$ cat src/verilog/mulshift_pkg.sv
// Multiply/shift lane package: data widths, opcode bit positions and opcode codes.
package mulshift_pkg;

  localparam int unsigned LANE_W    = 32;  // Lane data width.
  localparam int unsigned LANE_LOG2 = 5;   // Bits of a shift amount.

  typedef logic [LANE_W-1:0]     word_t;     // One lane data word.
  typedef logic [LANE_W:0]       wide_t;     // Word plus sign-extension bit.
  typedef logic [2*LANE_W+1:0]   product_t;  // Full 33x33 product.
  typedef logic [LANE_LOG2-1:0]  shamt_t;    // Shift amount.
  typedef logic [4:0]            mul_op_t;   // Opcode.

  // Opcode fields, one bit each.
  localparam int unsigned OP_DIR_BIT      = 0;  // Right shift / high half.
  localparam int unsigned OP_UNSIGNED_BIT = 1;  // Unsigned operation.
  localparam int unsigned OP_MUL_BIT      = 2;  // Multiply, not shift.
  localparam int unsigned OP_SAT_BIT      = 3;  // Saturating shift.
  localparam int unsigned OP_HALF_BIT     = 4;  // Half-word multiply.

  // Codes, laid out as {half, sat, mul, unsigned, dir}.
  localparam mul_op_t OP_ZERO     = 5'b00000;  // Forces a zero result.
  localparam mul_op_t OP_SLL      = 5'b00010;  // Logical left shift.
  localparam mul_op_t OP_SRL      = 5'b00011;  // Logical right shift.
  localparam mul_op_t OP_SRA      = 5'b00001;  // Arithmetic right shift.
  localparam mul_op_t OP_SLL_SATU = 5'b01010;  // Left shift, unsigned saturation.
  localparam mul_op_t OP_SLL_SAT  = 5'b01000;  // Left shift, signed saturation.
  localparam mul_op_t OP_MULLO    = 5'b00100;  // Signed, low word.
  localparam mul_op_t OP_MULHI    = 5'b00101;  // Signed, high word.
  localparam mul_op_t OP_MULLOU   = 5'b00110;  // Unsigned, low word.
  localparam mul_op_t OP_MULHIU   = 5'b00111;  // Unsigned, high word.
  localparam mul_op_t OP_LMUL     = 5'b10100;  // Signed lower halves.
  localparam mul_op_t OP_UMUL     = 5'b10101;  // Signed upper halves.
  localparam mul_op_t OP_LMULU    = 5'b10110;  // Unsigned lower halves.
  localparam mul_op_t OP_UMULU    = 5'b10111;  // Unsigned upper halves.

endpackage

$ cat src/verilog/mul_operand_prep.sv
// Operand preparation: half-word pick, sign extension and 33-bit widening of both operands.
`timescale 1ns/1ns

module mul_operand_prep
  import mulshift_pkg::*;
#(
  parameter int WIDTH = 32
)
(
  input  word_t   opa,
  input  word_t   opb,
  input  mul_op_t op,
  output wide_t   mul_a,
  output wide_t   mul_b,
  output logic    a_negative
);

  localparam int HW = WIDTH / 2;  // Half-word width.

  logic  is_signed;  // Signed operation.
  logic  is_mul;     // Multiply opcode.
  logic  half;       // Half-word mode.
  logic  dir;        // Upper half in half mode.
  logic  half_sx;    // Sign-extend picked half.
  word_t prep_a;     // Operand A after half pick.
  word_t prep_b;     // Operand B after half pick.

  assign is_signed = ~op[OP_UNSIGNED_BIT];
  assign is_mul    = op[OP_MUL_BIT];
  assign half      = op[OP_HALF_BIT];
  assign dir       = op[OP_DIR_BIT];
  assign half_sx   = is_signed & is_mul;  // Only signed multiplies extend the sign.

  // Picks one half of a word and extends it to full width.
  function automatic word_t pick_half(input word_t w, input logic upper, input logic sx);
    word_t res;
    if (upper)
    begin
      res = {{HW{sx & w[WIDTH-1]}}, w[WIDTH-1:HW]};  // Upper half.
    end
    else
    begin
      res = {{HW{sx & w[HW-1]}}, w[HW-1:0]};  // Lower half.
    end
    return res;
  endfunction

  always_comb
  begin
    if (half)
    begin
      prep_a = pick_half(opa, dir, half_sx);
      prep_b = pick_half(opb, dir, half_sx);
    end
    else
    begin
      prep_a = opa;  // Full word passes unchanged.
      prep_b = opb;
    end
  end

  // 33rd bit is the sign for signed ops, zero for unsigned.
  assign mul_a = {is_signed & prep_a[WIDTH-1], prep_a};
  assign mul_b = {is_signed & prep_b[WIDTH-1], prep_b};

  assign a_negative = prep_a[WIDTH-1];  // Picks the signed saturation value.

endmodule

$ cat src/verilog/shift_amount_decoder.sv
// Shift-amount decoder: power-of-two factor for shifts and the high/low half decision.
`timescale 1ns/1ns

module shift_amount_decoder
  import mulshift_pkg::*;
#(
  parameter int WIDTH     = 32,
  parameter int LOG2WIDTH = 5
)
(
  input  shamt_t  sa,
  input  mul_op_t op,
  output wide_t   shift_factor,
  output logic    sel_hi
);

  logic                 is_mul;   // Multiply opcode.
  logic                 dir;      // Right shift or high half.
  logic [LOG2WIDTH-1:0] left_sa;  // Equivalent left shift.

  assign is_mul = op[OP_MUL_BIT];
  assign dir    = op[OP_DIR_BIT];

  // Right shift by sa is a left shift by WIDTH-sa, read from the high half.
  // sa of zero wraps to zero here and is taken from the low half.
  assign left_sa = dir ? LOG2WIDTH'(WIDTH - int'(sa)) : sa;

  // One-hot 2**left_sa.
  assign shift_factor = {{WIDTH{1'b0}}, 1'b1} << left_sa;

  always_comb
  begin
    if (is_mul)
    begin
      sel_hi = dir;  // MULHI, UMUL and friends.
    end
    else
    begin
      sel_hi = dir & (|sa);  // Right shift by nonzero amount.
    end
  end

endmodule

$ cat src/verilog/signed_mult_pipe.sv
// Registered signed 33x33 multiplier with clock enable and synchronous clear.
`timescale 1ns/1ns

module signed_mult_pipe
  import mulshift_pkg::*;
#(
  parameter int WIDTH = 32
)
(
  input  logic     clk,
  input  logic     resetn,
  input  logic     en,
  input  wide_t    mul_a,
  input  wide_t    mul_b,
  output product_t product
);

  localparam int MW = WIDTH + 1;  // Multiplier operand width.

  logic signed [MW-1:0]   a_s;     // Signed view of A.
  logic signed [MW-1:0]   b_s;     // Signed view of B.
  logic signed [2*MW-1:0] prod_s;  // Full signed product.

  assign a_s    = mul_a;
  assign b_s    = mul_b;
  assign prod_s = a_s * b_s;  // Both operands signed, so this is a signed multiply.

  always_ff @(posedge clk)
  begin
    if (!resetn)
    begin
      product <= '0;  // Clear on reset.
    end
    else if (en)
    begin
      product <= prod_s;  // Capture under enable.
    end
  end

endmodule

$ cat src/verilog/result_select.sv
// Result selection: registers stage-one flags and picks zero, saturation, high or low half.
`timescale 1ns/1ns

module result_select
  import mulshift_pkg::*;
#(
  parameter int WIDTH = 32
)
(
  input  logic     clk,
  input  logic     resetn,
  input  logic     en,
  input  mul_op_t  op,
  input  logic     a_negative,
  input  logic     sel_hi,
  input  product_t product,
  output word_t    result
);

  logic  zero_q;      // Zero opcode seen.
  logic  sat_q;       // Saturating shift.
  word_t sat_val_q;   // Value to saturate to.
  logic  sel_hi_q;    // Take the high half.
  word_t sat_val_d;   // Next saturation value.
  word_t hi;          // Product bits 63:32.
  word_t lo;          // Product bits 31:0.

  // Top two product bits are never needed.
  assign hi = product[2*WIDTH-1:WIDTH];
  assign lo = product[WIDTH-1:0];

  always_comb
  begin
    if (op[OP_UNSIGNED_BIT])
    begin
      sat_val_d = '1;  // Unsigned max.
    end
    else if (a_negative)
    begin
      sat_val_d = {1'b1, {(WIDTH-1){1'b0}}};  // Most negative.
    end
    else
    begin
      sat_val_d = {1'b0, {(WIDTH-1){1'b1}}};  // Most positive.
    end
  end

  // Zero flag has no reset; first enabled op sets it.
  always_ff @(posedge clk)
  begin
    if (en)
    begin
      zero_q <= (op[3:0] == 4'b0000);
    end
  end

  always_ff @(posedge clk)
  begin
    if (!resetn)
    begin
      sat_q     <= 1'b0;
      sat_val_q <= '0;
      sel_hi_q  <= 1'b0;
    end
    else if (en)
    begin
      sat_q     <= op[OP_SAT_BIT];
      sat_val_q <= sat_val_d;
      sel_hi_q  <= sel_hi;
    end
  end

  // Zero wins, then overflow saturation, then half select.
  assign result = zero_q              ? '0 :
                  (sat_q && (|hi))    ? sat_val_q :
                  sel_hi_q            ? hi : lo;

endmodule

$ cat src/verilog/vlane_mulshift.sv
// Vector lane multiply/shift unit: all operations on one registered 33x33 signed multiplier.
`timescale 1ns/1ns

module vlane_mulshift
  import mulshift_pkg::*;
#(
  parameter int WIDTH     = 32,
  parameter int LOG2WIDTH = 5
)
(
  input  logic    clk,
  input  logic    resetn,
  input  word_t   opa,
  input  word_t   opb,
  input  shamt_t  sa,
  input  mul_op_t op,
  input  logic    en,
  output word_t   result
);

  wide_t    mul_a;         // Widened operand A.
  wide_t    mul_b;         // Half-selected operand B.
  logic     a_negative;    // Sign of prepared A.
  wide_t    shift_factor;  // 2**shift for shift ops.
  logic     sel_hi;        // High half wanted.
  wide_t    mult_b;        // Multiplier B input.
  product_t product;       // Registered product.

  mul_operand_prep #(
    .WIDTH (WIDTH)
  ) u_prep (
    .opa        (opa),
    .opb        (opb),
    .op         (op),
    .mul_a      (mul_a),
    .mul_b      (mul_b),
    .a_negative (a_negative)
  );

  shift_amount_decoder #(
    .WIDTH     (WIDTH),
    .LOG2WIDTH (LOG2WIDTH)
  ) u_sa_dec (
    .sa           (sa),
    .op           (op),
    .shift_factor (shift_factor),
    .sel_hi       (sel_hi)
  );

  // Shifts multiply by the decoded power of two.
  assign mult_b = op[OP_MUL_BIT] ? mul_b : shift_factor;

  signed_mult_pipe #(
    .WIDTH (WIDTH)
  ) u_mult (
    .clk     (clk),
    .resetn  (resetn),
    .en      (en),
    .mul_a   (mul_a),
    .mul_b   (mult_b),
    .product (product)
  );

  result_select #(
    .WIDTH (WIDTH)
  ) u_sel (
    .clk        (clk),
    .resetn     (resetn),
    .en         (en),
    .op         (op),
    .a_negative (a_negative),
    .sel_hi     (sel_hi),
    .product    (product),
    .result     (result)
  );

endmodule

$ cat config.mk
export PLATFORM = sky130hd
export DESIGN_NAME = vlane_mulshift
export DESIGN_NICKNAME = d
export VERILOG_FILES = /design/src/verilog/mulshift_pkg.sv /design/src/verilog/mul_operand_prep.sv /design/src/verilog/shift_amount_decoder.sv /design/src/verilog/signed_mult_pipe.sv /design/src/verilog/result_select.sv /design/src/verilog/vlane_mulshift.sv
export SDC_FILE = /design/constraint.sdc
export NUM_CORES = 2
export LEC_CHECK = 0
export BUFFER_PORTS_ARGS = -buffer_cell sky130_fd_sc_hd__buf_2
export CELL_PAD_IN_SITES_DETAIL_PLACEMENT = 0
export CELL_PAD_IN_SITES_GLOBAL_PLACEMENT = 1
export CORE_MARGIN = 2
export CORE_UTILIZATION = 29
export CTS_CLUSTER_DIAMETER = 80
export DETAILED_ROUTE_END_ITERATION = 16
export PLACE_DENSITY_LB_ADDON = 0.1
export SLEW_MARGIN = 25
export SYNTH_ARGS = -nofsm -noshare
export SYNTH_HDL_FRONTEND = slang
export SYNTH_SLANG_ARGS = --single-unit
$ cat constraint.sdc
create_clock -name clk -period 16.4 [get_ports clk]
set_input_delay 1.64 -clock clk [delete_from_list [all_inputs] [get_ports clk]]
set_output_delay 1.64 -clock clk [all_outputs]
set_load 0.005 [all_outputs]
==> metrics.md <==
| Metric | Value |
|---|---|
| Final Hold Fails | `0` |
| CTS tree | `built` |
| Port Buffers | `108` |
| Avg WL per Cell | `~28 µm` |
| Worst Skew | `0 ns` |
| # Post-CTS Setup Buffers | `0` |
| F_max | `~84 MHz` |
| Ranking of synthesized cells by area | `fa_1 54%, inv_1 10%, ha_1 6.5%` |
| Num CTS Buffers | `9` |
| Total track usage | `around a quarter` |
| Max-slew violations | `0` |
| Max clock buf depth | `2` |
| Synth area leader | `fa_1` |
| Htree depth | `3` |
| Worst Path Max Fanout | `33` |
| Largest net degree at the start of global routing | `between 80 and 90` |
| Setup TNS | `0 ns` |
| Post-CTS Hold Fix Bufs | `0` |
| Post-Layout Cell Count | `approximately 6.5k` |
| Share of layout cells above drive strength 1 | `about 7.2%` |
| Residual DRC count | `0` |
| Final WL | `roughly 180000 µm` |
| I/O pin count | `109` |
| Min-Delay Path Class | `register to register` |
| Most common cell in the netlist | `fa_1` |
| RSZ-0062 raised after global routing | `no` |
| Crit end category | `register` |
| Max_slew headroom | `23.8%` |
| Antenna violations before repair | `7` |
| Area grow syn2layout | `8.72%` |
| Predominant post-synthesis flop cell | `dfxtp_1` |
| Placer Congestion | `0.879` |
| Die area | `146000 µm²` |
| Net Count, Synth | `6072` |
| Post-route minimum period | `about 12 ns` |
| DIE HEIGHT | `approximately 380 µm` |
| Yosys warning count | `0` |
| Hold Slack | `0.481 ns` |
| WS Path Type | `primary input to register` |
| CP max stage delay | `approximately 0.6 ns` |
| Gr ovfl total | `0` |
| Post-CTS sizing | `0` |
| Syn avg cell area | `8.92 µm²` |
| Global-route wire length before repair | `264000 µm` |
| CTS root buf | `clkbuf_16` |
| Initial DRC Count | `roughly 2.4k` |
| Hpwl dp | `~140000 µm` |
| Number of synthesized flops with an enable pin | `1` |
| Total iterations of the first detailed-routing run | `5` |
| Cell count after synthesis | `about 4.7k` |
| Final Cycle Share | `73.0%` |
| #FFs+latches synth | `just under 70` |
| CP Data Required Time | `16.63 ns` |
| Initial core utilization | `approximately 29%` |
| Worst slew pin tran | `~1.1 ns` |
| Cell Rows | `~140` |
| Unique masters post-synth | `between 80 and 90` |
| Top post-synthesis cells by count | `1125 x fa_1, 1106 x inv_1, 599 x nor2_1` |
| CP max-delay cell | `buf_4` |
| Die Width | `about 380 µm` |
| Critical Path Source Type | `primary input` |
| Ys async rst share | `0%` |
| Arrival time at the worst endpoint | `between 10 and 15 ns` |
| Insertion delay to the later sink of the worst-skew pair | `0.34 ns` |
| Post-synth design cell area | `~42000 µm²` |
| Vias per inst | `~4.9` |
| Crit-path most repeated cell | `fa_1` |
| Remaining antenna violation count | `0` |
| DR vias | `approximately 32k` |
| Fill count | `around 15k` |
| Outcome | `finished clean` |
| Final Net Count | `slightly above 6k` |
| Maxcap violations | `0` |
| Register area share after synthesis | `about 3.4%` |
| Clock sink count | `69` |
| # setup viols final | `0` |
| Clock slew at reported path FFs | `approximately 0.060 ns` |
| Total core area | `roughly 140000 µm²` |
| Yosys top cell area share | `54.3%` |
| Placed cells | `6523` |
| Vias in the first global route | `~35k` |
## kinds of logic after synthesis
family	after synthesis	share of synthesized area [%]
muxes	122	2.99
DFF	69	3.35
xor gates and xnor gates	72	1.56
and+or+nand+nor	1368	13.6
adders and majority gates	1341	60.8
buffers and inverters	1338	12.1
AOI/OAI and AO/OA	344	5.65
## routing by layer
layer | wire length (µm) | share of wire (%) | track usage, % | vias up
met2 | 83100 | 46 | 40.6 | 988
li1 | - | - | - | 13600
met4 | 4440 | 2.5 | 5.15 | 0
met3 | 9850 | 5.4 | 2.86 | 169
met5 | 0 | 0 | 0 | -
met1 | 83500 | 46 | 37.0 | 17030
## through the flow
| step | area [µm²] | worst slack, ns | util, % |
|---|---|---|---|
| finish | 45100 | 4.43 | 31.8 |
| detailed placement | 44800 | 4.20 | 31.6 |
| global route | 45100 | 3.89 | 31.8 |
| floorplan | 41500 | 6.07 | - |
| global placement | 44600 | 4.22 | 31.5 |
| CTS | 45100 | 4.54 | 31.8 |
## flip-flops by register name, indices dropped and copies added (netlist names)
name	cells
u_mult.product	64
u_sel.sat_q	1
u_sel.sat_val_q	2
u_sel.sel_hi_q	1
u_sel.zero_q	1
## critical path, delay by kind of cell
family | cells | cell delay [ns]
AOI/OAI and AO/OA | 8 | 1.96
adders and majority gates | 11 | 4.87
buffers and inverters | 8 | 1.18
and+or+nand+nor | 11 | 2.52
## layout by cell type, fill, tap and decap left out, types with 12 or more instances in the layout
cell type / n
a21o_1: 38
a21oi_1: 93
and2_1: 14
buf_2: 107
buf_4: 97
dfxtp_1: 67
fa_1: 1124
ha_1: 216
inv_1: 1106
mux2_2: 17
mux2i_1: 89
nand2_1: 577
nand2b_1: 13
nand3_1: 35
nand4_1: 12
nor2_1: 596
nor2b_1: 50
o21a_1: 25
o21ai_0: 30
o21ai_1: 21
o22a_1: 13
xnor2_1: 48
xor2_1: 22
## layout make-up
| cell class | instances | area [µm²] | area share, % |
|---|---|---|---|
| antenna | 2 | 5.00 | 0.0111 |
| clock buffer | 12 | 246 | 0.546 |
| clock inverter | 3 | 68.8 | 0.152 |
| inverter | 1107 | 4160 | 9.21 |
| multi-input combinational | 3247 | 35500 | 78.6 |
| sequential | 69 | 1400 | 3.09 |
| tap | 1890 | 2360 | 5.24 |
| timing repair buffer | 210 | 1430 | 3.17 |
## worst paths after layout
path / cells past startpoint / slack, ns / endpoint / start
max: 38 / 4.43 / u_mult.product[58] / sa[0]
min: 1 / 0.48 / u_mult.product[7] / u_mult.product[7]
max reg2reg: 2 / 15.31 / u_sel.sel_hi_q / u_sel.sel_hi_q
min reg2reg: 1 / 0.48 / u_mult.product[7] / u_mult.product[7]
Power is left out: the tool's default activity adds up to more than one toggle a clock period on the data nets, which glitch-free logic cannot reach.
